File: config.mk
export PLATFORM = sky130hd
export DESIGN_NAME = matrix_scan
export DESIGN_NICKNAME = d
export VERILOG_FILES = /design/src/hw/led_matrix_pkg.sv /design/src/hw/matrix_scan.sv
export SDC_FILE = /design/constraint.sdc
export NUM_CORES = 1
export LEC_CHECK = 0
export BUFFER_PORTS_ARGS = -buffer_cell sky130_fd_sc_hd__buf_2
export CAP_MARGIN = 30
export CORE_UTILIZATION = 30
export CTS_BUF_LIST = sky130_fd_sc_hd__clkbuf_16
export DETAILED_ROUTE_END_ITERATION = 7
export PLACE_DENSITY = 0.54
export SKIP_CTS_REPAIR_TIMING = 1
export SLEW_MARGIN = 0
export SYNTH_ARGS = -nofsm -noshare
export SYNTH_HDL_FRONTEND = slang
export SYNTH_SLANG_ARGS = --single-unit
File: constraint.sdc
create_clock -name clk_root -period 1.7 [get_ports clk_root]
set_input_delay 0.425 -clock clk_root [delete_from_list [all_inputs] [get_ports clk_root]]
set_output_delay 0.425 -clock clk_root [all_outputs]
set_load 0.01 [all_outputs]
File: src/hw/led_matrix_pkg.sv
// --------------------
// led matrix shared types
// panel defaults, pixel and control words, AXI write channels and HUB75 pins
// --------------------
package led_matrix_pkg;

    localparam int default_panel_width = 32;
    localparam int default_panel_height = 16;
    localparam int default_base_ticks = 8;  // display cycles of plane 0

    localparam int color_bits = 4;  // BCM planes per colour
    localparam int plane_bits = $clog2(color_bits);
    localparam int num_halves = 2;
    localparam int row_addr_bits = 3;
    localparam int pix_index_bits = 9;  // pixel space below ctrl_addr, one word per pixel

    localparam logic [11:0] ctrl_addr = 12'h800;

    typedef struct packed {
        logic [color_bits-1:0] red;
        logic [color_bits-1:0] green;
        logic [color_bits-1:0] blue;
    } pixel_t;

    typedef struct packed {
        logic r;
        logic g;
        logic b;
    } rgb_t;

    // rgb_enable bit order follows rgb_t, so [2] is red and [0] is blue
    typedef struct packed {
        logic [32-3-color_bits-1:0] pad;
        logic [2:0]                 rgb_enable;
        logic [color_bits-1:0]      plane_enable;
    } ctrl_t;

    typedef struct packed {
        logic [32-$bits(pixel_t)-1:0] pad;
        pixel_t                       pixel;
    } pixel_word_t;

    // one write word, read as a pixel or as the control register depending on address
    typedef union packed {
        pixel_word_t pix;
        ctrl_t       ctrl;
    } wdata_u;

    typedef struct packed {
        logic [11:0] awaddr;
        logic        awvalid;
    } axi_aw_t;

    typedef struct packed {
        wdata_u     wdata;
        logic [3:0] wstrb;
        logic       wvalid;
    } axi_w_t;

    typedef struct packed {
        logic [1:0] bresp;
        logic       bvalid;
    } axi_b_t;

    typedef struct packed {
        rgb_t                     rgb_top;
        rgb_t                     rgb_bottom;
        logic                     clk_pixel;
        logic                     latch;
        logic                     oe_n;
        logic [row_addr_bits-1:0] row_addr;
    } hub75_t;

endpackage

File: src/hw/matrix_scan.sv
// --------------------
// scan sequencer
// column shift, blank, latch and BCM display time for each row and plane
// --------------------
`timescale 1ns/1ps

module matrix_scan #(
    parameter int panel_width  = led_matrix_pkg::default_panel_width,
    parameter int panel_height = led_matrix_pkg::default_panel_height,
    parameter int base_ticks   = led_matrix_pkg::default_base_ticks
) (
    input  logic                                                   clk_root,
    input  logic                                                   reset,
    output logic [$clog2(panel_height/led_matrix_pkg::num_halves)-1:0] rd_row,
    output logic [$clog2(panel_width)-1:0]                         rd_col,
    output logic [led_matrix_pkg::plane_bits-1:0]                  plane,
    output logic                                                   shift_valid,
    output logic                                                   latch,
    output logic                                                   blank,
    output logic [led_matrix_pkg::row_addr_bits-1:0]               row_addr
);

    localparam int half_height = panel_height / led_matrix_pkg::num_halves;
    localparam int col_bits    = $clog2(panel_width);
    localparam int row_bits    = $clog2(half_height);
    localparam int plane_bits  = led_matrix_pkg::plane_bits;
    localparam int tick_bits   = $clog2(base_ticks << (led_matrix_pkg::color_bits - 1)) + 1;

    localparam logic [1:0] st_shift   = 2'd0;
    localparam logic [1:0] st_blank   = 2'd1;
    localparam logic [1:0] st_latch   = 2'd2;
    localparam logic [1:0] st_display = 2'd3;

    logic [1:0]           state;
    logic                 phase;  // 0 = read issued, 1 = pixel clock
    logic [col_bits-1:0]  col;
    logic [tick_bits-1:0] ticks;

    assign rd_col      = col;
    assign shift_valid = (state == st_shift) && phase;
    assign blank       = (state == st_shift) || (state == st_blank);
    assign latch       = state == st_latch;

    always_ff @(posedge clk_root) begin
        if (reset) begin
            state    <= st_shift;
            phase    <= 1'b0;
            col      <= '0;
            rd_row   <= '0;
            plane    <= '0;
            row_addr <= '0;
            ticks    <= '0;
        end else begin
            case (state)
                st_shift: begin
                    phase <= !phase;
                    if (phase) begin
                        if (col == col_bits'(panel_width - 1)) begin
                            col   <= '0;
                            state <= st_blank;
                        end else begin
                            col <= col + 1'b1;
                        end
                    end
                end
                st_blank: state <= st_latch;
                st_latch: begin
                    state    <= st_display;
                    row_addr <= led_matrix_pkg::row_addr_bits'(rd_row);  // new row with oe_n low
                    ticks    <= tick_bits'((base_ticks << plane) - 1);
                end
                default: begin
                    if (ticks == '0) begin
                        state <= st_shift;
                        // planes inner, rows outer
                        if (plane == plane_bits'(led_matrix_pkg::color_bits - 1)) begin
                            plane <= '0;
                            if (rd_row == row_bits'(half_height - 1)) begin
                                rd_row <= '0;
                            end else begin
                                rd_row <= rd_row + 1'b1;
                            end
                        end else begin
                            plane <= plane + 1'b1;
                        end
                    end else begin
                        ticks <= ticks - 1'b1;
                    end
                end
            endcase
        end
    end

endmodule

Word-level counts from Yosys, hierarchy flattened

Index checks and enable logic that the tools add are counted.

Flip-flop bits (word level): 23
Output and inout bits: 16
Logic and storage cells: 45

Mux-type cells: 9
Shifts and indexed selects: 1
Add/subtract/negate cells: 5
Equality and inequality tests: 8
Bitwise logic cells: 2
Reduce and logical (&&, ||, !) cells: 13

Operators with widths:

| cell                                                | count |
|---|---|
| one-hot mux 7 bit (2 select lines)                  | 1 |
| two-way mux 2 bit                                   | 4 |
| zero test 7 bit                                     | 1 |
| two-way mux 7 bit                                   | 1 |
| << shifter 4 x 2 -> 7 bit, first input constant     | 1 |
| subtractor 7 x 1 -> 7 bit, second input constant    | 1 |
| subtractor 7 x 2 -> 7 bit, second input constant    | 1 |
| one-hot mux 2 bit (3 select lines)                  | 1 |
| AND reduction 2 bit                                 | 3 |
| AND reduction 3 bit                                 | 2 |
| adder 5 x 1 -> 5 bit, second input constant         | 1 |
| equality test 5 bit, second input constant          | 1 |
| two-way mux 5 bit                                   | 1 |
| equality test 2 bit, second input constant          | 2 |
| != test 2 bit, second input constant                | 2 |
| nonzero test 4 bit                                  | 1 |
| adder 3 x 1 -> 3 bit, second input constant         | 1 |
| equality test 3 bit, second input constant          | 1 |
| two-way mux 3 bit                                   | 1 |
| OR reduction 3 bit                                  | 1 |
| adder 2 x 1 -> 2 bit, second input constant         | 1 |
| equality test 2 x 1 -> 1 bit, second input constant | 1 |
| zero test 2 bit                                     | 1 |
| != test 2 x 1 -> 1 bit, second input constant       | 1 |
| other kinds (5)                                     | 6 |

Logic depth before layout (Yosys ltp)

Depth in word-level cells: 4
Mapped depth: 8
Gate-level depth less buffers: 7

Worst setup path after synthesis

Ideal clock, no wire load.

Path kind: flip-flop to flip-flop
Start: reg col[0] (netlist: rd_col[0])
End: reg col[2] (netlist: rd_col[2])
Library setup time: 70 ps
Buffers on the path: 0
Arrival time: 1753 ps
Setup slack: -124 ps
Stages on the path, launching flop included: 6
Path through: dfxtp_1 ha_1 and3_1 ha_1 or4b_2 a21oi_1

Cells in the longest elaborated chain, start to end: 2

Ends and longest elaborated chain:

| item                                                        | RTL line                             | RTL |
|---|---|---|
| start: declaration                                          | matrix_scan.sv:36                    | `logic [col_bits-1:0] col;` |
| start signal: assignment                                    | matrix_scan.sv:62                    | `col <= col + 1'b1;` |
| adder 5 x 1 -> 5 bit or equality test 5 bit (tied branches) | matrix_scan.sv:62, matrix_scan.sv:58 |  |
| two-way mux 5 bit (*)                                       | matrix_scan.sv:58                    | `if (col == col_bits'(panel_width - 1)) begin` |

Mark *: on every way between the ends. The rest lies on a longest branch, timed or not.
A chain may end at the register's enable or synchronous reset.

Worst setup path in the final report

Start: reg state[0]
End: out shift_valid

Cells in the longest elaborated chain, start to end: 2

Ends and longest elaborated chain:

| item                     | RTL line          | RTL |
|---|---|---|
| start: declaration       | matrix_scan.sv:34 | `logic [1:0] state;` |
| start signal: assignment | matrix_scan.sv:46 | `state <= st_shift;` |
| start signal: assignment | matrix_scan.sv:60 | `state <= st_blank;` |
| start signal: assignment | matrix_scan.sv:66 | `st_blank: state <= st_latch;` |
| zero test 2 bit          | matrix_scan.sv:40 | `assign shift_valid = (state == st_shift) && phase;` |
| logical AND 1 bit        | matrix_scan.sv:40 |  |
| end: declaration         | matrix_scan.sv:17 | `output logic shift_valid,` |

No other way between the ends.

==> flow_summary.ini <==
[floorplan]
dieWidth_um = 66.6
dieHeight_um = 66.6
start_util_pct = 31.3
core_mm2 = 0.00400
placementRows = 23
io_pins = 18
fp.dieArea_mm2 = 0.00444

[route]
ant_nets = 0
vias_per_cell = 5.07
drt_first_iter_violations = 35
firstDrtPassIters = 5
post-route-drc-count = 0
vias = 1150
routed_wl_um = 2870
wl_per_cell_um = 12.7

[placement]
hpwl_um = 2070
numPlacedInstances = 221
portBuffers = 17
place.gp.congestion = 0.829

[logic_synthesis]
ys_seq_area_share_pct = 36.8
async_reset_ff_share_pct = 0
yosysWarnings = 0
syn_area_mm2 = 0.00125
synth_top_cell_by_area = dfxtp_1
synth_nets = 157
ys_top_cells_by_area = dfxtp_1 37%, ha_1 13%, mux2i_1 6.4%
avgSynthCellArea_um2 = 8.82
synthDistinctLibCells = 35
synth_top_cells_by_count = 23 x dfxtp_1, 14 x nor2_1, 13 x ha_1
yosysMostFrequentCell = dfxtp_1
yosysTopAreaCellShare_pct = 36.8
ys.flop_type = dfxtp_1
syn_inst = 142
ys_ff_latch = 23
synth-edff-count = 0

[timing]
fin_crit_ps = 1650
hold_viol = 0
setup_viol = 0
slew_violations = 0
tightest_slew_ps = 460
timing.final.crit_share_pct = 97.0
tns_ps = 0
fin_skew_ps = 1.57
rsz0062_at_grt = false
max_slew_margin_pct = 69.3
max_freq_ghz = 0.606

[cells_and_area]
finalNetCount = 193
drive_above_1_share_pct = 35.6
areaGrowthSynthToFinish_pct = 34.6
fillers = 387
final_cells = 227
antenna_cells = 0

[clocking]
clkSinkCount = 23
cts-root-buf = clkbuf_16
cts.htree.levels = 1
cts_buffers = 3
clk_path_buf_depth = 2
cts_tree = yes
clkSlewWorstSetupHoldPaths_ps = 60
worstSkewPairLatency_ps = 250

[critical_path]
critPathMaxFanout = 5
path_class = reg2out
startpoint_type = register
reg2reg_slack_ps = 60
cp-end-kind = output pin
required_ps = 1270
crit_arrival_ps = 1220

[pwr]
report.power.total_mw = 1.83
leakage_nw = 0.697
vdd_drop_max_uv = 401
p_per_area_mw_per_mm2 = 1090

[job]
cap_violations = 0

[grt]
grt_max_degree = 26
first_global_vias = 1030
grt_usage_pct = 13.8
antenna_found_initial = 0
grt_pass1_wl_um = 4660
overflow = 0

[min_path]
hp-class = reg2reg

[run_status]
status = finished clean
## per-layer routing
metal | wire length (um) | global-route usage, % | share of wire (%) | up-vias
met5 | 0 | 0 | 0 | -
li1 | - | - | - | 575
met2 | 1390 | 21.8 | 48 | 18
met1 | 1360 | 17.8 | 47 | 555
met4 | 25 | 6.65 | 0.87 | 0
met3 | 101 | 2.40 | 3.5 | 2
## through the flow
stage               worst slack, ps  util [%]  area (um^2)  hold slack, ps
floorplan                     -6.97         -         1290             463
global placement               40.1      38.5         1540             473
detailed placement             19.9      38.5         1540             485
CTS                            -110      40.5         1620             503
global route                   1.36      42.1         1690             506
finish                         50.4      42.1         1690             483
## critical path, stage by stage, from the launching register on
cell	delay, ps
dfxtp_4	360
inv_4	70
ha_4	190
nand2_4	60
buf_6	130
inv_2	40
buf_2	120
## flip-flops by register name, indices dropped and copies added, names as in the netlist
register / flops
phase: 1
plane: 2
rd_col: 5
rd_row: 3
row_addr: 3
state: 2
ticks: 7
## layout by cell type, fill, tap and decap left out, drive strengths merged, types with 2 or more instances in the layout
master / count
nand3: 7
buf: 36
or4b: 2
or3: 2
nor2: 16
dfxtp: 23
nand4: 4
mux2i: 8
inv: 12
a31oi: 7
xnor2: 2
clkbuf: 3
a21oi: 10
nand2: 9
o21ai: 5
nand2b: 2
ha: 13
nor3: 4
## report_power, final
| group | switching, mW | internal, mW | leakage [nW] | total [mW] |
|---|---|---|---|---|
| Combinational | 0.344 | 0.328 | 0.466 | 0.673 |
| Sequential | 0.0609 | 0.596 | 0.189 | 0.657 |
| Clock | 0.186 | 0.314 | 0.0423 | 0.499 |
## final timing paths
kind,from,to,cells past startpoint
max,state[0],shift_valid,6
min,ticks[1],ticks[1],1
max reg2reg,ticks[0],ticks[5],6
min reg2reg,ticks[1],ticks[1],1
## area by class of cell
| cell class | count | area (um^2) | area share, % |
|---|---|---|---|
| well taps | 50 | 62.6 | 3.71 |
| clock inverters | 1 | 3.75 | 0.223 |
| clock buffers | 3 | 75.1 | 4.45 |
| flip-flops and latches | 23 | 472 | 28.0 |
| inverters | 11 | 46.3 | 2.75 |
| repair buffers | 36 | 231 | 13.7 |
| multi-input cells | 103 | 795 | 47.1 |
## cell families after synthesis
family / share of synthesized area (%)
adders and majority gates: 13.0
AOI/OAI and AO/OA: 14.6
muxes: 6.39
xor gates and xnor gates: 1.40
and+or+nand+nor: 22.5
buffers and inverters: 5.39
DFF: 36.8
(Power assumes the default switching activity.)
