### config.mk
export PLATFORM = sky130hd
export DESIGN_NAME = axi_pixel_write
export DESIGN_NICKNAME = d
export VERILOG_FILES = /design/src/hw/led_matrix_pkg.sv /design/src/hw/axi_pixel_write.sv
export SDC_FILE = /design/constraint.sdc
export NUM_CORES = 1
export LEC_CHECK = 0
export BUFFER_PORTS_ARGS = -buffer_cell sky130_fd_sc_hd__buf_2
export CAP_MARGIN = 20
export CORE_UTILIZATION = 30
export DETAILED_ROUTE_END_ITERATION = 10
export PLACE_DENSITY = 0.79
export SLEW_MARGIN = 20
export SYNTH_ARGS = -nofsm -noshare
export SYNTH_HDL_FRONTEND = slang
export SYNTH_SLANG_ARGS = --single-unit
### constraint.sdc
create_clock -name clk_root -period 1.7 [get_ports clk_root]
set_clock_uncertainty 0.15 [all_clocks]
set_input_delay 0.34 -clock clk_root [delete_from_list [all_inputs] [get_ports clk_root]]
set_output_delay 0.34 -clock clk_root [all_outputs]
set_load 0.02 [all_outputs]
### src/hw/led_matrix_pkg.sv
// --------------------
// led matrix shared types
// panel defaults, pixel and control words, AXI write channels and HUB75 pins
// --------------------
package led_matrix_pkg;

    localparam int default_panel_width = 32;
    localparam int default_panel_height = 16;
    localparam int default_base_ticks = 8;  // display cycles of plane 0

    localparam int color_bits = 4;  // BCM planes per colour
    localparam int plane_bits = $clog2(color_bits);
    localparam int num_halves = 2;
    localparam int row_addr_bits = 3;
    localparam int pix_index_bits = 9;  // pixel space below ctrl_addr, one word per pixel

    localparam logic [11:0] ctrl_addr = 12'h800;

    typedef struct packed {
        logic [color_bits-1:0] red;
        logic [color_bits-1:0] green;
        logic [color_bits-1:0] blue;
    } pixel_t;

    typedef struct packed {
        logic r;
        logic g;
        logic b;
    } rgb_t;

    // rgb_enable bit order follows rgb_t, so [2] is red and [0] is blue
    typedef struct packed {
        logic [32-3-color_bits-1:0] pad;
        logic [2:0]                 rgb_enable;
        logic [color_bits-1:0]      plane_enable;
    } ctrl_t;

    typedef struct packed {
        logic [32-$bits(pixel_t)-1:0] pad;
        pixel_t                       pixel;
    } pixel_word_t;

    // one write word, read as a pixel or as the control register depending on address
    typedef union packed {
        pixel_word_t pix;
        ctrl_t       ctrl;
    } wdata_u;

    typedef struct packed {
        logic [11:0] awaddr;
        logic        awvalid;
    } axi_aw_t;

    typedef struct packed {
        wdata_u     wdata;
        logic [3:0] wstrb;
        logic       wvalid;
    } axi_w_t;

    typedef struct packed {
        logic [1:0] bresp;
        logic       bvalid;
    } axi_b_t;

    typedef struct packed {
        rgb_t                     rgb_top;
        rgb_t                     rgb_bottom;
        logic                     clk_pixel;
        logic                     latch;
        logic                     oe_n;
        logic [row_addr_bits-1:0] row_addr;
    } hub75_t;

endpackage

### src/hw/axi_pixel_write.sv
// --------------------
// AXI4-Lite write slave
// pixel writes to the framebuffer, one control register at ctrl_addr
// --------------------
`timescale 1ns/1ps

module axi_pixel_write (
    input  logic                                       clk_root,
    input  logic                                       reset,
    input  led_matrix_pkg::axi_aw_t                    aw,
    output logic                                       awready,
    input  led_matrix_pkg::axi_w_t                     w,
    output logic                                       wready,
    input  logic                                       bready,
    output led_matrix_pkg::axi_b_t                     b,
    output logic                                       pix_we,
    output logic [led_matrix_pkg::pix_index_bits-1:0]  pix_index,
    output led_matrix_pkg::pixel_t                     pix_data,
    output led_matrix_pkg::ctrl_t                      ctrl
);

    logic                  bvalid_q;
    logic                  accept;
    logic                  is_pixel;
    logic                  is_ctrl;
    led_matrix_pkg::ctrl_t ctrl_q;

    // AW and W are taken as one beat, so ready waits for both valids
    assign awready = !bvalid_q && aw.awvalid && w.wvalid;
    assign wready  = !bvalid_q && aw.awvalid && w.wvalid;
    assign accept  = aw.awvalid && w.wvalid && awready && wready;

    assign is_pixel = aw.awaddr < led_matrix_pkg::ctrl_addr;
    assign is_ctrl  = aw.awaddr == led_matrix_pkg::ctrl_addr;

    // a pixel spans the two low byte lanes
    assign pix_we    = accept && is_pixel && (&w.wstrb[1:0]);
    assign pix_index = aw.awaddr[2 +: led_matrix_pkg::pix_index_bits];
    assign pix_data  = w.wdata.pix.pixel;

    always_ff @(posedge clk_root) begin
        if (reset) begin
            bvalid_q <= 1'b0;
        end else if (accept) begin
            bvalid_q <= 1'b1;
        end else if (bready) begin
            bvalid_q <= 1'b0;
        end
    end

    always_ff @(posedge clk_root) begin
        if (reset) begin
            ctrl_q.pad          <= '0;
            ctrl_q.rgb_enable   <= '1;  // all colours on
            ctrl_q.plane_enable <= '1;  // all planes on
        end else if (accept && is_ctrl && w.wstrb[0]) begin
            // both enable fields sit in byte lane 0
            ctrl_q.rgb_enable   <= w.wdata.ctrl.rgb_enable;
            ctrl_q.plane_enable <= w.wdata.ctrl.plane_enable;
        end
    end

    assign ctrl     = ctrl_q;
    assign b.bvalid = bvalid_q;
    assign b.bresp  = 2'b00;  // always OKAY

endmodule

# Word-level counts from Yosys, hierarchy flattened
# Cells that the tools add are included.
word_totals:
  ff_bits: 8
  latch_bits: 0
  mem_bits_rw: 0
  rom_bits: 0
  inputBits: 53
  out_inout_bits: 59
  wordCells: 19
  mem_count: 0
op_classes:
  addsub: 0
  n_mul: 0
  div_mod_pow: 0
  magnitude_cmp: 1
  eq_ne: 1
  n_shift: 0
  muxes: 2
  n_bitwise: 0
  n_reduce_logical: 12
ops:
  columns: ["operator", "count"]
  rows:
  - ["equality test 12 bit (second input constant)", 1]
  - ["less-than comparator 12 bit (second input constant)", 1]
  - ["logical AND 1 bit", 9]
  - ["two-way mux 1 bit", 2]
  - ["AND reduction 2 bit", 1]
  - ["nonzero test 2 bit", 1]
  - ["zero test 1 bit", 1]

# Longest topological paths before layout
# Gate-level depths: netlist of the first run.
depth:
  word_depth: 7
  depth_mapped: 3
  mapped_depth_nobuf: 3

# Worst setup path before layout of the first run
# OpenSTA, ideal clock, no wires.
synth_timing:
  path_type: "register to output"
  startpoint: "register bvalid_q"
  endpoint: "output port pix_we"
  t_arrival_ns: 0.876
  t_required_ns: 1.210
  setup_slack_ns: 0.334
  stages_incl_launch_ff: 3
  path_cell_list: "dfxtp_1 > and4b_1 > and3b_1"
synth_between:
  elab_chain_len: 7
synth_lines:
  columns: ["item", "line_no", "source"]
  rows:
  - ["start: declaration", "axi_pixel_write.sv:22", "logic bvalid_q;"]
  - ["start signal: assignment", "axi_pixel_write.sv:43", "bvalid_q <= 1'b0;"]
  - ["start signal: assignment", "axi_pixel_write.sv:45", "bvalid_q <= 1'b1;"]
  - ["start signal: assignment", "axi_pixel_write.sv:47", "bvalid_q <= 1'b0;"]
  - ["zero test 1 bit *", "axi_pixel_write.sv:29, axi_pixel_write.sv:30", null]
  - ["logical AND 1 bit * (2 in a row)", "axi_pixel_write.sv:29, axi_pixel_write.sv:30", null]
  - ["logical AND 1 bit", "axi_pixel_write.sv:31", "assign accept = aw.awvalid && w.wvalid && awready && wready;"]
  - ["logical AND 1 bit *", "axi_pixel_write.sv:31", null]
  - ["logical AND 1 bit * (2 in a row)", "axi_pixel_write.sv:37", "assign pix_we = accept && is_pixel && (&w.wstrb[1:0]);"]
  - ["end: declaration", "axi_pixel_write.sv:16", "output logic pix_we,"]
# Mark *: on every way between the ends. The rest lies on a longest branch, timed or not.

# Worst setup path in the final report of the first run
# Same ends and word-level chain as after synthesis.

==> impl_metrics.yaml, run 1 <==
status:
  status: "completed"
clocking:
  holdBufCountCts: 0
  cts_tree: "done"
  clock_sinks: 8
  cts_buffers: 3
  clkTransAtPathRegs_ps: 50
  insertion_delay_ps: 250
  clockBufferDepth: 2
  root_buffer: "clkbuf_4"
  htreeDepth: 1
routing:
  detailroute.via_count: 554
  viasPerCell: 3.64
  antenna_left: 0
  drtPass1Iterations: 2
  wl_um: 1230
  drcViolationCount: 0
  post_drt_wl_per_cell_um: 8.07
  drtIter0Drc: 2
grt:
  grt_pass1_vias: 435
  grt_util_all_layers_pct: 8.69
  grt-ovfl-total: 0
  antenna_found_initial: 0
  grt_first_pass_wirelength_um: 1740
  grt_max_degree: 16
die:
  fp.dieW_um: 52.9
  fp-row-count: 18
  die_h_um: 52.9
  io-pin-count: 112
  core_area_um2: 2450
  die_area_um2: 2790
  start_util_pct: 31.6
worst_setup_path:
  required_ps: 1210
  cp-start-kind: "register"
  cp_data_arrival_time_ps: 1140
  cp-end-kind: "primary output"
  critPathKind: "register to primary output"
  path_max_fanout: 4
power_and_ir_drop:
  p_leak_nw: 0.506
  power_density_nw_per_um2: 603
  p_total_w: 0.000497
  peakVddDrop_v: 0.000304
sta:
  rsz0062_at_grt: "no"
  fin_tns_setup_ps: 0
  finalSetupViolCount: 0
  min_period_ps: 1630
  fmax_ghz: 0.615
  hold_viol: 0
  period_share_pct: 95.6
  drv_slew: 0
synth:
  netlist_top_cells_area: "buf_4 (48%), dfxtp_1 (21%), mux2i_1 (9.0%), nor2_1 (7.3%), nand4_4 (2.7%)"
  synthCells: 91
  seq_area_frac_synth_pct: 20.6
  yosys_register_bits: 8
  synth_area_um2: 776
  synth.distinct_cells: 14
  synth_top_area_share_pct: 48.4
  ys_warn_count: 0
  syn_area_per_cell_um2: 8.52
  yosysTopAreaCell: "buf_4"
job:
  maxCapViolations: 0
finish:
  final_common_cell: "buf_2"
  antenna-diode-count: 0
  final_net_count: 177
  drive_above_1_share_pct: 50.8
  synthToLayoutAreaGrowth_pct: 6.29
  final_cell_mix: "buf_2 (52), conb_1 (27), nor2_1 (15), mux2i_1 (7), dfxtp_1 (7)"
placed_design:
  dpl.hpwl_um: 1070
  gp_congestion: 0.619
  portBuffers: 52
worst_hold_path:
  min_path_type: "input port to register"
[cell type report]
cell class | count | area [um2]
inverter | 1 | 3.75
clock buffer | 3 | 22.5
timing repair buffer | 53 | 268
fill | 286 | 1630
tap | 30 | 37.5
sequential | 8 | 161
multi-input combinational | 57 | 332
[timing repair]
item,CTS,global route
setup endpoints to repair,0,1
resized for setup,0,2
setup buffers,0,1
[per-stage QoR]
step / instance area (um2) / hold slack, ps / worst slack, ps / std cells / utilization, %
detailed placement: 792 / 358 / 137 / 148 / 32.3
finish: 825 / 203 / 74.3 / 152 / 33.6
global placement: 792 / 343 / 165 / 148 / 32.3
global route: 825 / 201 / 3.74 / 152 / 33.6
CTS: 815 / 197 / 0.388 / 151 / 33.2
floorplan: 873 / 337 / 334 / 117 / -
[cells by family (layout without fill, tap and decap cells)]
| kind of cell | Yosys count | after routing | share of synthesized area (%) |
|---|---|---|---|
| compound gates | 1 | 1 | 0.645 |
| buf+inv | 52 | 57 | 49.4 |
| flops | 8 | 8 | 20.6 |
| mux | 7 | 7 | 9.03 |
| other cells | 1 | 27 | 0.483 |
| simple gates | 22 | 22 | 19.8 |
[sequential cells by signal, summed over array words and instances (netlist names)]
name,cells
ctrl,7
bvalid_q,1
[worst paths after layout]
| kind | startpoint | to | slack (ps) | cells after the start |
|---|---|---|---|---|
| worst max-delay path | bvalid_q | pix_we | 70 | 3 |
| worst min register to register | bvalid_q | bvalid_q | 350 | 2 |
| worst min-delay path | w[9] | ctrl[4] | 200 | 3 |
| worst max register to register | bvalid_q | ctrl[6] | 380 | 4 |
[routing by layer]
metal | share of wire [%] | GRT usage [%] | vias up
met5 | 0 | 0 | -
met1 | 35 | 7.48 | 243
met2 | 56 | 17.5 | 32
li1 | - | - | 279
met3 | 9.4 | 4.60 | 0
met4 | 0 | 1.32 | 0
[worst max-delay path, cell delays in order (launching register included)]
cell and delay (ps):
dfxtp_2 320, and4b_2 270, and3b_1 150, buf_2 150
[cells in the mapped netlist]
master / count
buf_4: 50
nor2_1: 15
dfxtp_1: 8
mux2i_1: 7
and3b_1: 2
a21oi_1: 1
and4b_1: 1
clkbuf_1: 1
conb_1: 1
inv_1: 1
nand4_4: 1
nor4_2: 1
nor4_4: 1
nor4b_2: 1
[where the power goes]
| group | switching (W) | internal, W | leakage, nW | total [W] |
|---|---|---|---|---|
| registers | 0.000000903 | 0.000189 | 0.0653 | 0.000190 |
| clock network | 0.0000627 | 0.0000807 | 0.0138 | 0.000143 |
| logic | 0.000118 | 0.0000461 | 0.427 | 0.000164 |
| total | 0.000181 | 0.000316 | 0.506 | 0.000497 |
(Power assumes the default switching activity.)
==> run 2, diff against run 1 <==
ABC_AREA = 1   (was default)
CORE_UTILIZATION = 29   (was 30)
PLACE_DENSITY = 0.77   (was 0.79)
==> run 2 against run 1 <==
Combinational power hardly changed. Worst hold slack worse by 91 ps. Routed wire length is 10% higher. Sequential share of layout area is 0.063 points lower. Synthesized cell count is 12% higher. Via count is 11% higher. Power hardly changed. Core utilization is 0.46 points lower. First-iteration DRC count grew to 3.5 times the previous value. Area after synthesis is 1.3% lower. Register-to-register slack better by 140 ps.
==> impl_metrics.yaml, run 2 <==
finish:
  final_common_cell: "buf_2"
  antenna-diode-count: 0
  drive_above_1_share_pct: 45.5
  fill_cells: 282
  final_net_count: 189
  final_cell_mix: "buf_2 (52), conb_1 (27), nand2_1 (14), dfxtp_1 (8)"
  synthToLayoutAreaGrowth_pct: 7.19
  largest_reg_flops: 7
placed_design:
  gp_congestion: 0.646
  dpl.hpwl_um: 1120
  portBuffers: 52
die:
  start_util_pct: 30.9
  fp-row-count: 18
  io-pin-count: 112
  core_area_um2: 2480
  die_area_um2: 2850
  die_h_um: 53.4
  fp.dieW_um: 53.4
grt:
  grt_first_pass_wirelength_um: 1990
  grt_pass1_vias: 474
  grt_util_all_layers_pct: 9.52
  antenna_found_initial: 0
  grt-ovfl-total: 0
  grt_max_degree: 11
sta:
  whs_ps: 112
  min_period_ps: 1570
  fmax_ghz: 0.637
  period_share_pct: 92.3
  hold_viol: 0
  finalSetupViolCount: 0
  fin_tns_setup_ps: 0
  rsz0062_at_grt: "no"
  drv_slew: 0
worst_hold_path:
  min_path_type: "input port to register"
clocking:
  clkTransAtPathRegs_ps: 60
  clock_sinks: 8
  htreeDepth: 1
  insertion_delay_ps: 240
  postCtsSetupRepairBufs: 0
  cts_tree: "done"
  cts_buffers: 3
  clockBufferDepth: 2
  cts.repair.resized: 0
  holdBufCountCts: 0
  root_buffer: "clkbuf_4"
synth:
  ys_warn_count: 0
  synth_area_um2: 766
  synth-edff-count: 0
  synth_top_area_share_pct: 49.0
  ys_dominant_reg_cell: "dfxtp_1"
  yosysTopAreaCell: "buf_4"
  yosys_register_bits: 8
  seq_area_frac_synth_pct: 20.9
  synthCells: 102
  synth.most_common_cell: "buf_4"
  syn_area_per_cell_um2: 7.51
  synth_common_cells: "buf_4 (50), nand2_1 (14), dfxtp_1 (8), nand3_1 (7), nand4_1 (7)"
  async_flop_share_pct: 0
  netlist_top_cells_area: "buf_4 (49%), dfxtp_1 (21%), nand2_1 (6.9%), nand4_1 (5.7%), nand3_1 (4.6%)"
  synth.distinct_cells: 12
power_and_ir_drop:
  peakVddDrop_v: 0.000305
  power_density_nw_per_um2: 606
  p_leak_nw: 0.472
  p_total_w: 0.000497
routing:
  viasPerCell: 3.76
  drcViolationCount: 0
  drtIter0Drc: 7
  drtPass1Iterations: 4
  detailroute.via_count: 616
  wl_um: 1350
  post_drt_wl_per_cell_um: 8.24
  antenna_left: 0
job:
  maxCapViolations: 0
status:
  status: "completed"
worst_setup_path:
  slowest_delay_ps: 350
  cp_data_arrival_time_ps: 1080
  cp_slowest_cell: "dfxtp_1"
  critPathKind: "register to primary output"
  cp-end-kind: "primary output"
  path_max_fanout: 10
  cp-start-kind: "register"
  required_ps: 1210
  crit_chain: "nor2_4 -> buf_4 -> buf_2"
run 2: final cells by class:
type                    instances  area (um2)  area share, %
flip-flops and latches          8         160           19.5
inverters                       4        15.0           1.83
clock buffers                   3        22.5           2.74
multi-input cells              66         318           38.7
well taps                      30        37.5           4.57
repair buffers                 53         268           32.6
run 2: worst paths after layout:
kind	from	end	slack (ps)	depth (start not counted)
min	reset	bvalid_q	110	2
min reg2reg	ctrl[0]	ctrl[0]	300	2
max	bvalid_q	wready	130	3
max reg2reg	bvalid_q	ctrl[2]	520	5
run 2: per-layer routing:
metal	routed length, um	GRT usage [%]	up-vias
li1	-	-	319
met5	0	0	-
met3	107	1.72	0
met4	0	3.51	0
met2	714	16.7	32
met1	530	11.3	265
run 2: per-stage QoR:
step / setup WS, ps / util, % / area, um2 / instances
finish: 131 / 33.1 / 821 / 164
global route: 76.2 / 33.1 / 821 / 164
CTS: 112 / 33.1 / 821 / 164
detailed placement: 252 / 32.2 / 798 / 161
global placement: 253 / 32.2 / 798 / 161
floorplan: 126 / - / 868 / 128
run 2: worst max-delay path: cells and delay by family (launching register included):
kind	cells	cell delay, ps
buf+inv	2	370
flops	1	350
simple gates	1	120
run 2: cells by family (layout without fill, tap and decap cells):
family                 after synthesis  after routing  share of synthesized area, %
AO/OA/AOI/OAI                        1              1                         0.653
buffers and inverters               54             60                          51.0
flip-flops                           8              8                          20.9
other                                1             27                         0.490
AND/OR/NAND/NOR                     38             38                          27.0
run 2: power by group:
| group | internal [W] | switching (W) |
|---|---|---|
| sequential | 0.000189 | 0.00000178 |
| clock | 0.0000807 | 0.0000627 |
| combinational | 0.0000434 | 0.000120 |
