--- src/hw/led_matrix_pkg.sv ---
// --------------------
// led matrix shared types
// panel defaults, pixel and control words, AXI write channels and HUB75 pins
// --------------------
package led_matrix_pkg;

    localparam int default_panel_width = 32;
    localparam int default_panel_height = 16;
    localparam int default_base_ticks = 8;  // display cycles of plane 0

    localparam int color_bits = 4;  // BCM planes per colour
    localparam int plane_bits = $clog2(color_bits);
    localparam int num_halves = 2;
    localparam int row_addr_bits = 3;
    localparam int pix_index_bits = 9;  // pixel space below ctrl_addr, one word per pixel

    localparam logic [11:0] ctrl_addr = 12'h800;

    typedef struct packed {
        logic [color_bits-1:0] red;
        logic [color_bits-1:0] green;
        logic [color_bits-1:0] blue;
    } pixel_t;

    typedef struct packed {
        logic r;
        logic g;
        logic b;
    } rgb_t;

    // rgb_enable bit order follows rgb_t, so [2] is red and [0] is blue
    typedef struct packed {
        logic [32-3-color_bits-1:0] pad;
        logic [2:0]                 rgb_enable;
        logic [color_bits-1:0]      plane_enable;
    } ctrl_t;

    typedef struct packed {
        logic [32-$bits(pixel_t)-1:0] pad;
        pixel_t                       pixel;
    } pixel_word_t;

    // one write word, read as a pixel or as the control register depending on address
    typedef union packed {
        pixel_word_t pix;
        ctrl_t       ctrl;
    } wdata_u;

    typedef struct packed {
        logic [11:0] awaddr;
        logic        awvalid;
    } axi_aw_t;

    typedef struct packed {
        wdata_u     wdata;
        logic [3:0] wstrb;
        logic       wvalid;
    } axi_w_t;

    typedef struct packed {
        logic [1:0] bresp;
        logic       bvalid;
    } axi_b_t;

    typedef struct packed {
        rgb_t                     rgb_top;
        rgb_t                     rgb_bottom;
        logic                     clk_pixel;
        logic                     latch;
        logic                     oe_n;
        logic [row_addr_bits-1:0] row_addr;
    } hub75_t;

endpackage

--- src/hw/hub75_output.sv ---
// --------------------
// HUB75 output stage
// one register stage for colour bits and strobes, row held through display
// --------------------
`timescale 1ns/1ps

module hub75_output (
    input  logic                                                  clk_root,
    input  logic                                                  reset,
    input  led_matrix_pkg::rgb_t [led_matrix_pkg::num_halves-1:0] rgb_in,
    input  logic                                                  shift_valid,
    input  logic                                                  latch,
    input  logic                                                  blank,
    input  logic [led_matrix_pkg::row_addr_bits-1:0]              row_addr,
    output led_matrix_pkg::hub75_t                                pins
);

    led_matrix_pkg::rgb_t [led_matrix_pkg::num_halves-1:0] rgb_q;
    logic                                     clk_q;
    logic                                     latch_q;
    logic                                     oe_n_q;
    logic [led_matrix_pkg::row_addr_bits-1:0] row_q;

    always_ff @(posedge clk_root) begin
        rgb_q <= rgb_in;
    end

    always_ff @(posedge clk_root) begin
        if (reset) begin
            clk_q   <= 1'b0;
            latch_q <= 1'b0;
            oe_n_q  <= 1'b1;  // dark until the first display
            row_q   <= '0;
        end else begin
            clk_q   <= shift_valid;
            latch_q <= latch;
            oe_n_q  <= blank | latch;
            if (oe_n_q) begin
                row_q <= row_addr;  // frozen once oe_n goes low
            end
        end
    end

    assign pins.rgb_top    = rgb_q[0];
    assign pins.rgb_bottom = rgb_q[1];
    assign pins.clk_pixel  = clk_q;
    assign pins.latch      = latch_q;
    assign pins.oe_n       = oe_n_q;
    assign pins.row_addr   = row_q;

endmodule

--- config.mk ---
export PLATFORM = sky130hd
export DESIGN_NAME = hub75_output
export DESIGN_NICKNAME = d
export VERILOG_FILES = /design/src/hw/led_matrix_pkg.sv /design/src/hw/hub75_output.sv
export SDC_FILE = /design/constraint.sdc
export NUM_CORES = 1
export LEC_CHECK = 0
export BUFFER_PORTS_ARGS = -buffer_cell sky130_fd_sc_hd__buf_2
export CAP_MARGIN = 0
export CELL_PAD_IN_SITES_DETAIL_PLACEMENT = 1
export CELL_PAD_IN_SITES_GLOBAL_PLACEMENT = 1
export CORE_MARGIN = 2
export CORE_UTILIZATION = 24
export DETAILED_ROUTE_END_ITERATION = 8
export PLACE_DENSITY_LB_ADDON = 0.2
export SYNTH_ARGS = -nofsm -noshare
export SYNTH_HDL_FRONTEND = slang
export SYNTH_SLANG_ARGS = --single-unit
--- constraint.sdc ---
create_clock -name clk_root -period 1.2 [get_ports clk_root]
set_clock_uncertainty 0.2 [all_clocks]
set_input_delay 0.12 -clock clk_root [delete_from_list [all_inputs] [get_ports clk_root]]
set_output_delay 0.12 -clock clk_root [all_outputs]
set_load 0.05 [all_outputs]
# Yosys cells after proc, flatten, opt, wreduce, memory -nomap -nowiden
# Index checks and enable logic that the tools add are counted.
totals:
  register_bits: 12
  in_bits: 14
  output_inout_bits: 12
op_classes:
  bitwise: 1
op_table:
  columns: ["operator", "n"]
  rows:
  - ["$or 1x1->1", 1]

# Longest topological paths before layout
# Gate-level depths: netlist of run 1.
depth:
  ltp_word: 1
  depth_mapped: 2

# Worst setup path before layout of run 1
# Ideal clock, no wire load.
synth_path:
  kind: "register to register"
  start: "register, netlist name row_q[0]"
  end: "register row_q[0] (netlist name)"
  setup_time_ps: 65
  arrival_time_ps: 817
  path_slack_ps: 118
  path_stages_with_launch: 3
  path_buffers: 0
  path_cell_list: "dfxtp_1 > mux2i_1 > nor2_1"
synth_rtl:
  columns: ["item", "line", "rtl"]
  rows:
  - ["end signal, assigned", "hub75_output.sv:39", "row_q <= row_addr;"]
  - ["end, declared", "hub75_output.sv:22", "logic [led_matrix_pkg::row_addr_bits-1:0] row_q;"]

# Worst setup path after layout of run 1
layout_path:
  start: "input latch"
  end: "register oe_n_q"
layout_between:
  elab_chain_cells: 1
layout_lines:
  columns: ["item", "line", "rtl"]
  rows:
  - ["start, declared", "hub75_output.sv:12", "input logic latch,"]
  - ["$or 1x1->1", "hub75_output.sv:37", "oe_n_q <= blank | latch;"]
  - ["end signal, assigned", "hub75_output.sv:37", null]
  - ["end, declared", "hub75_output.sv:21", "logic oe_n_q;"]
# Every way passes these cells.
# A chain may end at the register's enable or synchronous reset.

==> impl_metrics.yaml, run 1 <==
worst_setup_path:
  startpoint: "latch"
  cp-start-kind: "input port"
  cp_top_family: "buffers and inverters"
  crit_cells: 3
  cp_data_arrival_time_ns: 1.13
  rr_worst_depth: 2
  reg2reg_slack_ns: 0.24
  timing.rr.end: "row_q[0]"
  crit_slowest_cell: "dlygate4sd3_1"
  worstPathCellList: "dlygate4sd3_1, buf_2, or3_1"
  end_kind: "register"
  path_class: "input port to register"
  critPathMaxFanout: 2
  worst_ep_required_time_ns: 1.14
  regToRegStartpoint: "oe_n_q"
  critical-path-max-stage-delay_ns: 0.53
  path_buf_inv: 2
detailed_routing:
  drt_iter0_markers: 0
  first_pass_iters: 1
  drt_wl_total_um: 862
  drc: 0
  vias: 303
  ant_nets: 0
  vias_per_cell: 3.94
  wl_per_cell_um: 11.2
placed_design:
  dp_cells: 61
  post-place-ws_ns: 0.172
  hpwl_um: 655
  portBuffers: 25
  place_congestion: 0.519
  post_dp_cell_area_um2: 445
logic_synthesis:
  syn-cell-area_um2: 324
  yosysUniqueCellTypes: 7
  yosys_warnings: 0
  syn_inst: 24
  synth_area_leader_cell: "dfxtp_1"
  yosysTopAreaCellShare_pct: 74.1
  seq_area_frac_synth_pct: 74.1
  ys_ff_latch: 12
  syn_area_per_cell_um2: 13.5
  ys_top_cells_by_area: "dfxtp_1 74%, mux2i_1 9.3%, buf_4 6.9%"
  postSynthNetCount: 38
final_layout:
  mostFrequentLayoutCells: "21 x buf_2, 13 x dlygate4sd3_1, 11 x dfxtp_1"
  antennaDiodeCount: 0
  stdcell_count: 77
  fin_util_pct: 47.7
  nets: 78
  area_growth_pct: 89.2
  final_common_cell: "buf_2"
  drive_above_1_share_pct: 46.8
  fin_area_um2: 613
power_and_ir_drop:
  switchingPower_mw: 0.226
  p_comb_share_pct: 20.7
  p_seq_share_pct: 51.7
  powerDensity_nw_per_um2: 1360
  vdd_drop_max_v: 0.000638
  power.leakage_nw: 0.315
  pwr-share-clk_pct: 27.7
  power_mw: 0.831
  swShare_pct: 27.2
  cell_internal_pwr_mw: 0.605
hold_path:
  worstHoldStart: "rgb_in[0]"
  whs_path_depth: 2
  hold_class: "input port to register"
  hold_end: "pins[9]"
cts:
  cts_tree: "yes"
  clock_path_buffers: 2
  clk_latency_ns: 0.26
  cts_buffers: 3
  clockRootBuffer: "clkbuf_4"
  cts.clk_slew.worst_paths_ns: 0.07
  postCtsSetupBuffers: 0
  h-tree-depth: 1
  clock_sinks: 12
floorplan:
  start_util_pct: 25.2
  pin_count: 26
  fp.dieH_um: 40.7
  fp.dieW_um: 40.7
  coreArea_um2: 1280
  row_count: 13
  fp.dieArea_um2: 1660
timing:
  final_hold_viol_count: 0
  slew_headroom_pct: 82.9
  slew_violations: 0
  fin_tns_setup_ns: 0
  setup_ws_ns: 0.0141
  worst_slew_pin_slew_ns: 0.258
  min_period_over_period_pct: 98.8
  rsz0062_at_grt: "false"
  hold_ws_ns: 0.298
  fmax_ghz: 0.843
  finalCriticalPeriod_ns: 1.19
  setup_viol: 0
grt:
  grt_pass1_vias: 348
  grt_remaining_overflow: 0
  grt_max_degree: 7
  grt_pass1_wl_mm: 1.35
  grt.total_usage_pct: 13.2
  grt_antenna_before_repair: 0
flow_run:
  max-cap-violations: 0
outcome:
  status: "completed"
==> logic make-up after synthesis <==
group,count (synthesis),synth area share [%]
flops,12,74.1
simple gates,6,9.66
mux,3,9.27
buf+inv,3,6.95
==> flip-flops by register name, summed over array words and instances, names as in the netlist <==
name     count
pins         6
row_q        3
clk_q        1
latch_q      1
oe_n_q       1
==> timing repair <==
item	in CTS	in global routing
setup endpoints to repair	2	2
gates resized for setup	4	2
endpoints found under the hold margin	12	0
hold buffers	13	0
==> final cells by class <==
type,count,area [µm²]
Multi-Input combinational cell,9,61.3
Timing Repair Buffer,38,269
Fill cell,154,672
Tap cell,15,18.8
Clock buffer,3,22.5
Sequential cell,12,241
==> power by group through the flow <==
stage	registers, mW	logic, mW	clock network [mW]
2_1_floorplan	0.497	0.0355	0
3_3_place_gp	0.436	0.132	0
3_5_place_dp	0.438	0.136	0
4_1_cts	0.429	0.171	0.243
5_1_grt	0.431	0.182	0.264
6_report	0.429	0.172	0.230
==> routing by layer <==
layer | vias up | GRT usage (%) | routed length, µm
met1 | 141 | 10.3 | 286
li1 | 150 | - | -
met2 | 12 | 25.8 | 525
met3 | 0 | 7.61 | 51
met5 | - | 0 | 0
met4 | 0 | 5.00 | 0
==> worst reg2reg max path: cells and delay by family, from the launching register on <==
kind             cells  cell delay, ns
DFF                  1            0.39
muxes                1            0.22
and+or+nand+nor      1            0.06
==> cell usage after synthesis (all sizes together) <==
cell and number:
dfxtp 12, buf 3, mux2i 3, nor2 3
and2b 1, nor2b 1, or3 1
==> how the worst max path moves through the flow <==
stage	to	slack, ns
after floorplan	row_q[0]	0.12
after global placement	pins[3]	0.20
after detailed placement	pins[3]	0.17
after CTS	pins[0]	0.0008
after global routing	pins[9]	0.0008
final	oe_n_q	0.01
Note: power is estimated with default switching activity, not from simulation.
==> run 2: changes to the inputs <==
==> constraint.sdc (replaced) <==
create_clock -name clk_root -period 1.2 [get_ports clk_root]
set_clock_uncertainty 0.2 [all_clocks]
set_input_delay 0.12 -clock clk_root [delete_from_list [all_inputs] [get_ports clk_root]]
set_output_delay 0.12 -clock clk_root [all_outputs]
set_load 0.1 [all_outputs]
==> run 2 against run 1 <==
Net effect:
- the flow now finishes with violations (negative setup slack)
- maximum frequency down 2.3%
- sequential power increased by 3%
- hold slack lost 0.0078 ns
- power increased by 19%
- critical path depth stayed put
- first-iteration DRC count is 2 higher
- global-route usage is 0.91 points higher
- combinational power is 84% higher
- die area did not move
- count of clock-buffer cells in the layout unchanged
- clock power about the same
- largest power group unchanged
- highest routed layer unchanged
==> impl_metrics.yaml, run 2 (synthesis gave the netlist of run 1 again) <==
timing:
  setup_ws_ns: -0.0135
  worst_slew_pin_slew_ns: 0.142
  hold_ws_ns: 0.290
  min_period_over_period_pct: 101
  slew_headroom_pct: 90.2
  fmax_ghz: 0.824
  finalCriticalPeriod_ns: 1.21
  final_hold_viol_count: 0
  setup_viol: 1
  slew_violations: 0
  rsz0062_at_grt: "false"
cts:
  clockRootBuffer: "clkbuf_4"
  clk_latency_ns: 0.26
  clock_path_buffers: 2
  cts_tree: "yes"
  h-tree-depth: 1
  clock_sinks: 12
  cts.clk_slew.worst_paths_ns: 0.06
  postCtsSetupBuffers: 0
  cts_buffers: 3
final_layout:
  area_growth_pct: 145
  n_fill_cell: 129
  drive_above_1_share_pct: 61.3
  largest_reg_flops: 6
  final-seq-area_um2: 255
  antennaDiodeCount: 0
  nets: 78
  stdcell_count: 77
  mostFrequentLayoutCells: "13 x dlygate4sd3_1, 13 x buf_2, 12 x buf_12"
  multi_input_area_um2: 61.3
floorplan:
  coreArea_um2: 1280
  start_util_pct: 25.2
  row_count: 13
  fp.dieH_um: 40.7
  fp.dieW_um: 40.7
  fp.dieArea_um2: 1660
  pin_count: 26
hold_path:
  hold_end: "pins[9]"
  hold_class: "input port to register"
  worstHoldStart: "rgb_in[0]"
  whs_path_depth: 2
outcome:
  status: "finished, violations left"
  violations: "negative setup slack"
grt:
  grt_remaining_overflow: 0
  grt_pass1_wl_mm: 1.35
  grt.total_usage_pct: 14.1
  grt_max_degree: 7
  grt_pass1_vias: 356
  grt_antenna_before_repair: 0
power_and_ir_drop:
  vdd_drop_max_v: 0.000968
  powerDensity_nw_per_um2: 1250
  power.leakage_nw: 0.373
worst_setup_path:
  end_kind: "register"
  regToRegStartpoint: "oe_n_q"
  critPathMaxFanout: 2
  rr_worst_depth: 2
  timing.rr.end: "row_q[2]"
  worst_ep_required_time_ns: 1.14
  path_class: "input port to register"
  reg2reg_slack_ns: 0.25
  cp-start-kind: "input port"
  cp_data_arrival_time_ns: 1.15
flow_run:
  max-cap-violations: 0
detailed_routing:
  drc: 0
  drt_iter0_markers: 2
  vias: 306
  first_pass_iters: 2
  ant_nets: 0
  vias_per_cell: 3.97
  wl_per_cell_um: 11.5
  drt_wl_total_um: 889
placed_design:
  portBuffers: 25
  dp_cells: 61
  post-place-ws_ns: 0.117
  place_congestion: 0.519
## run 2: changes by cell type in the layout (fill, tap and decap cells not counted)
| cell | before | now |
|---|---|---|
| buf_12 | 0 | 12 |
| buf_2 | 21 | 13 |
| dfxtp_1 | 11 | 2 |
| buf_4 | 1 | 0 |
| dfxtp_4 | 0 | 1 |
| buf_6 | 1 | 0 |
| dfxtp_2 | 1 | 9 |
| clkbuf_4 | 5 | 3 |
## run 2: where the power goes
group | leakage (nW) | switching (mW) | internal, mW
Combinational | 0.258 | 0.186 | 0.131
Sequential | 0.101 | 0.0209 | 0.423
Clock | 0.0138 | 0.111 | 0.116
Total | 0.373 | 0.318 | 0.670
## run 2: how the worst max path moves through the flow
stage	end	startpoint	slack, ns	cells past startpoint
floorplan	row_q[0]	row_q[0]	0.08	2
global placement	row_q[0]	oe_n_q	0.18	2
detailed placement	row_q[2]	oe_n_q	0.12	2
CTS	oe_n_q	latch	0.004	3
global route	oe_n_q	blank	0.002	3
finish	oe_n_q	latch	-0.01	3
## run 2: stage by stage
step           TNS (ns)  power (mW)  instance area, µm²  util [%]
2_1_floorplan         0       0.619                 335         -
3_3_place_gp          0       0.735                 637      49.6
3_5_place_dp          0       0.740                 637      49.6
4_1_cts               0        1.01                 793      61.7
5_1_grt               0        1.04                 793      61.7
6_report        -0.0135       0.988                 793      61.7
## run 2: layout make-up
cell class / instances / area share, %
timing repair buffer: 38 / 54.9
tap: 15 / 2.37
multi-input combinational: 9 / 7.73
sequential: 12 / 32.2
clock buffer: 3 / 2.84
## run 2: repair_timing
item,in CTS,in global routing
endpoints found under the hold margin,12,0
hold buffers,13,0
setup endpoints to repair,1,0
resized for setup,2,0
## run 2: worst max-delay path, stage by stage
cell	delay, ns
dlygate4sd3_1	0.54
buf_2	0.13
or3_1	0.37
## run 2: metal layers
layer / vias to the layer above / share of wire (%) / global-route usage, % / wire [µm]
li1: 149 / - / - / -
met1: 139 / 28 / 7.97 / 251
met2: 18 / 62 / 31.0 / 553
met3: 0 / 9.4 / 10.3 / 84
met4: 0 / 0 / 2.50 / 0
met5: - / 0 / 0 / 0
==> run 3: changes to the inputs <==
--- a/config.mk
+++ b/config.mk
@@ -6,10 +6,10 @@
 export NUM_CORES = 1
 export LEC_CHECK = 0
 export BUFFER_PORTS_ARGS = -buffer_cell sky130_fd_sc_hd__buf_2
-export CAP_MARGIN = 0
+export CAP_MARGIN = 15
 export CELL_PAD_IN_SITES_DETAIL_PLACEMENT = 1
 export CELL_PAD_IN_SITES_GLOBAL_PLACEMENT = 1
-export CORE_MARGIN = 2
+export CORE_MARGIN = 10
 export CORE_UTILIZATION = 24
 export DETAILED_ROUTE_END_ITERATION = 8
 export PLACE_DENSITY_LB_ADDON = 0.2
==> run 3 against run 2 <==
Net effect:
- the run now ends clean
- critical path depth stayed put
- hold slack worse by 0.0098 ns
- sequential share of layout area is 0.55 points lower
- clock power is 36% higher
==> impl_metrics.yaml, run 3 (synthesis gave the netlist of run 1 again) <==
final_layout:
  drive_above_1_share_pct: 61.9
  fin_area_um2: 807
  nets: 78
  stdcell_count: 78
  final-seq-area_um2: 255
  area_growth_pct: 149
  multi_input_area_um2: 61.3
  fin_util_pct: 62.8
  mostFrequentLayoutCells: "13 x dlygate4sd3_1, 13 x buf_2, 12 x buf_12"
  n_fill_cell: 119
  antennaDiodeCount: 0
  largest_reg_flops: 6
timing:
  final_hold_viol_count: 0
  fmax_ghz: 0.842
  worst_slew_pin_slew_ns: 0.154
  fin_tns_setup_ns: 0
  slew_headroom_pct: 89.4
  finalCriticalPeriod_ns: 1.19
  setup_ws_ns: 0.0125
  slew_violations: 0
  rsz0062_at_grt: "false"
  min_period_over_period_pct: 99.0
  setup_viol: 0
  hold_ws_ns: 0.280
detailed_routing:
  wl_per_cell_um: 14.4
  first_pass_iters: 2
  vias_per_cell: 3.99
  vias: 311
  drt_wl_total_mm: 1.12
  drt_iter0_markers: 1
  drc: 0
  ant_nets: 0
cts:
  postCtsSetupBuffers: 0
  clock_path_buffers: 2
  cts_buffers: 3
  clk_latency_ns: 0.26
  cts_tree: "yes"
  cts.clk_slew.worst_paths_ns: 0.07
  clock_sinks: 12
  h-tree-depth: 1
  clockRootBuffer: "clkbuf_4"
power_and_ir_drop:
  powerDensity_nw_per_um2: 1330
  power_mw: 1.07
  vdd_drop_max_v: 0.000676
  pwr-share-clk_pct: 28.8
  p_seq_share_pct: 41.4
  switchingPower_mw: 0.333
  power.leakage_nw: 0.380
  cell_internal_pwr_mw: 0.738
  swShare_pct: 31.1
  p_comb_share_pct: 29.8
outcome:
  status: "completed"
floorplan:
  row_count: 13
  fp.dieH_um: 56.7
  coreArea_um2: 1280
  fp.dieW_um: 56.7
  fp.dieArea_um2: 3220
  pin_count: 26
  start_util_pct: 25.2
grt:
  grt_pass1_vias: 395
  grt_remaining_overflow: 0
  grt_max_degree: 8
  grt_antenna_before_repair: 0
  grt_pass1_wl_mm: 1.84
  grt.total_usage_pct: 7.23
worst_setup_path:
  crit_slowest_cell: "dlygate4sd3_1"
  cp-start-kind: "input port"
  startpoint: "latch"
  end_kind: "register"
  critical-path-max-stage-delay_ns: 0.53
  path_class: "input port to register"
  path_buf_inv: 2
  worstPathCellList: "dlygate4sd3_1, buf_2, or3_1"
  cp_top_family: "buffers and inverters"
  cp_data_arrival_time_ns: 1.13
  regToRegStartpoint: "oe_n_q"
  critPathMaxFanout: 2
  worst_ep_required_time_ns: 1.15
hold_path:
  worstHoldStart: "rgb_in[2]"
  hold_class: "input port to register"
placed_design:
  portBuffers: 25
  dp_cells: 61
  post-place-ws_ns: 0.133
  post_dp_cell_area_um2: 637
  place_congestion: 0.540
flow_run:
  max-cap-violations: 0
-- run 3: cell types whose count changed in the layout (fill, tap and decap cells not counted), sizes merged --
cell | previous run | this run
clkbuf | 3 | 4
-- run 3: area by class of cell --
class / instances / share of cell area (%)
flip-flops and latches: 12 / 31.6
multi-input cells: 9 / 7.60
well taps: 15 / 2.33
repair buffers: 38 / 54.0
clock buffers: 4 / 4.50
-- run 3: worst register-to-register path, stage by stage (launching register included) --
cell     delay (ns)
dfxtp_4        0.38
mux2i_1        0.21
nor2_1         0.05
-- run 3: worst paths after layout --
| path | depth (start not counted) | endpoint | slack, ns |
|---|---|---|---|
| max reg2reg | 2 | row_q[2] | 0.25 |
| min | 2 | pins[11] | 0.28 |
| max | 3 | oe_n_q | 0.01 |
| min reg2reg | 2 | row_q[0] | 0.33 |
-- run 3: timing repair --
item / CTS / global route
gates resized for setup: 1 / 1
endpoints found under the hold margin: 12 / 0
hold buffers: 13 / 0
endpoints found under the setup margin: 1 / 1
-- run 3: metal layers --
metal	vias up	wire length (µm)	GRT usage, %	part of all wire (%)
li1	152	-	-	-
met1	147	331	5.88	30
met2	12	697	13.6	62
met3	0	91	3.60	8.1
met4	0	0	4.03	0
met5	-	0	0	0
-- run 3: power by group through the flow --
stage          clock (mW)  sequential, mW  combinational [mW]
2_1_floorplan           0           0.565              0.0541
3_3_place_gp            0           0.453               0.284
3_5_place_dp            0           0.455               0.289
4_1_cts             0.326           0.446               0.321
5_1_grt             0.348           0.446               0.329
6_report            0.309           0.444               0.319
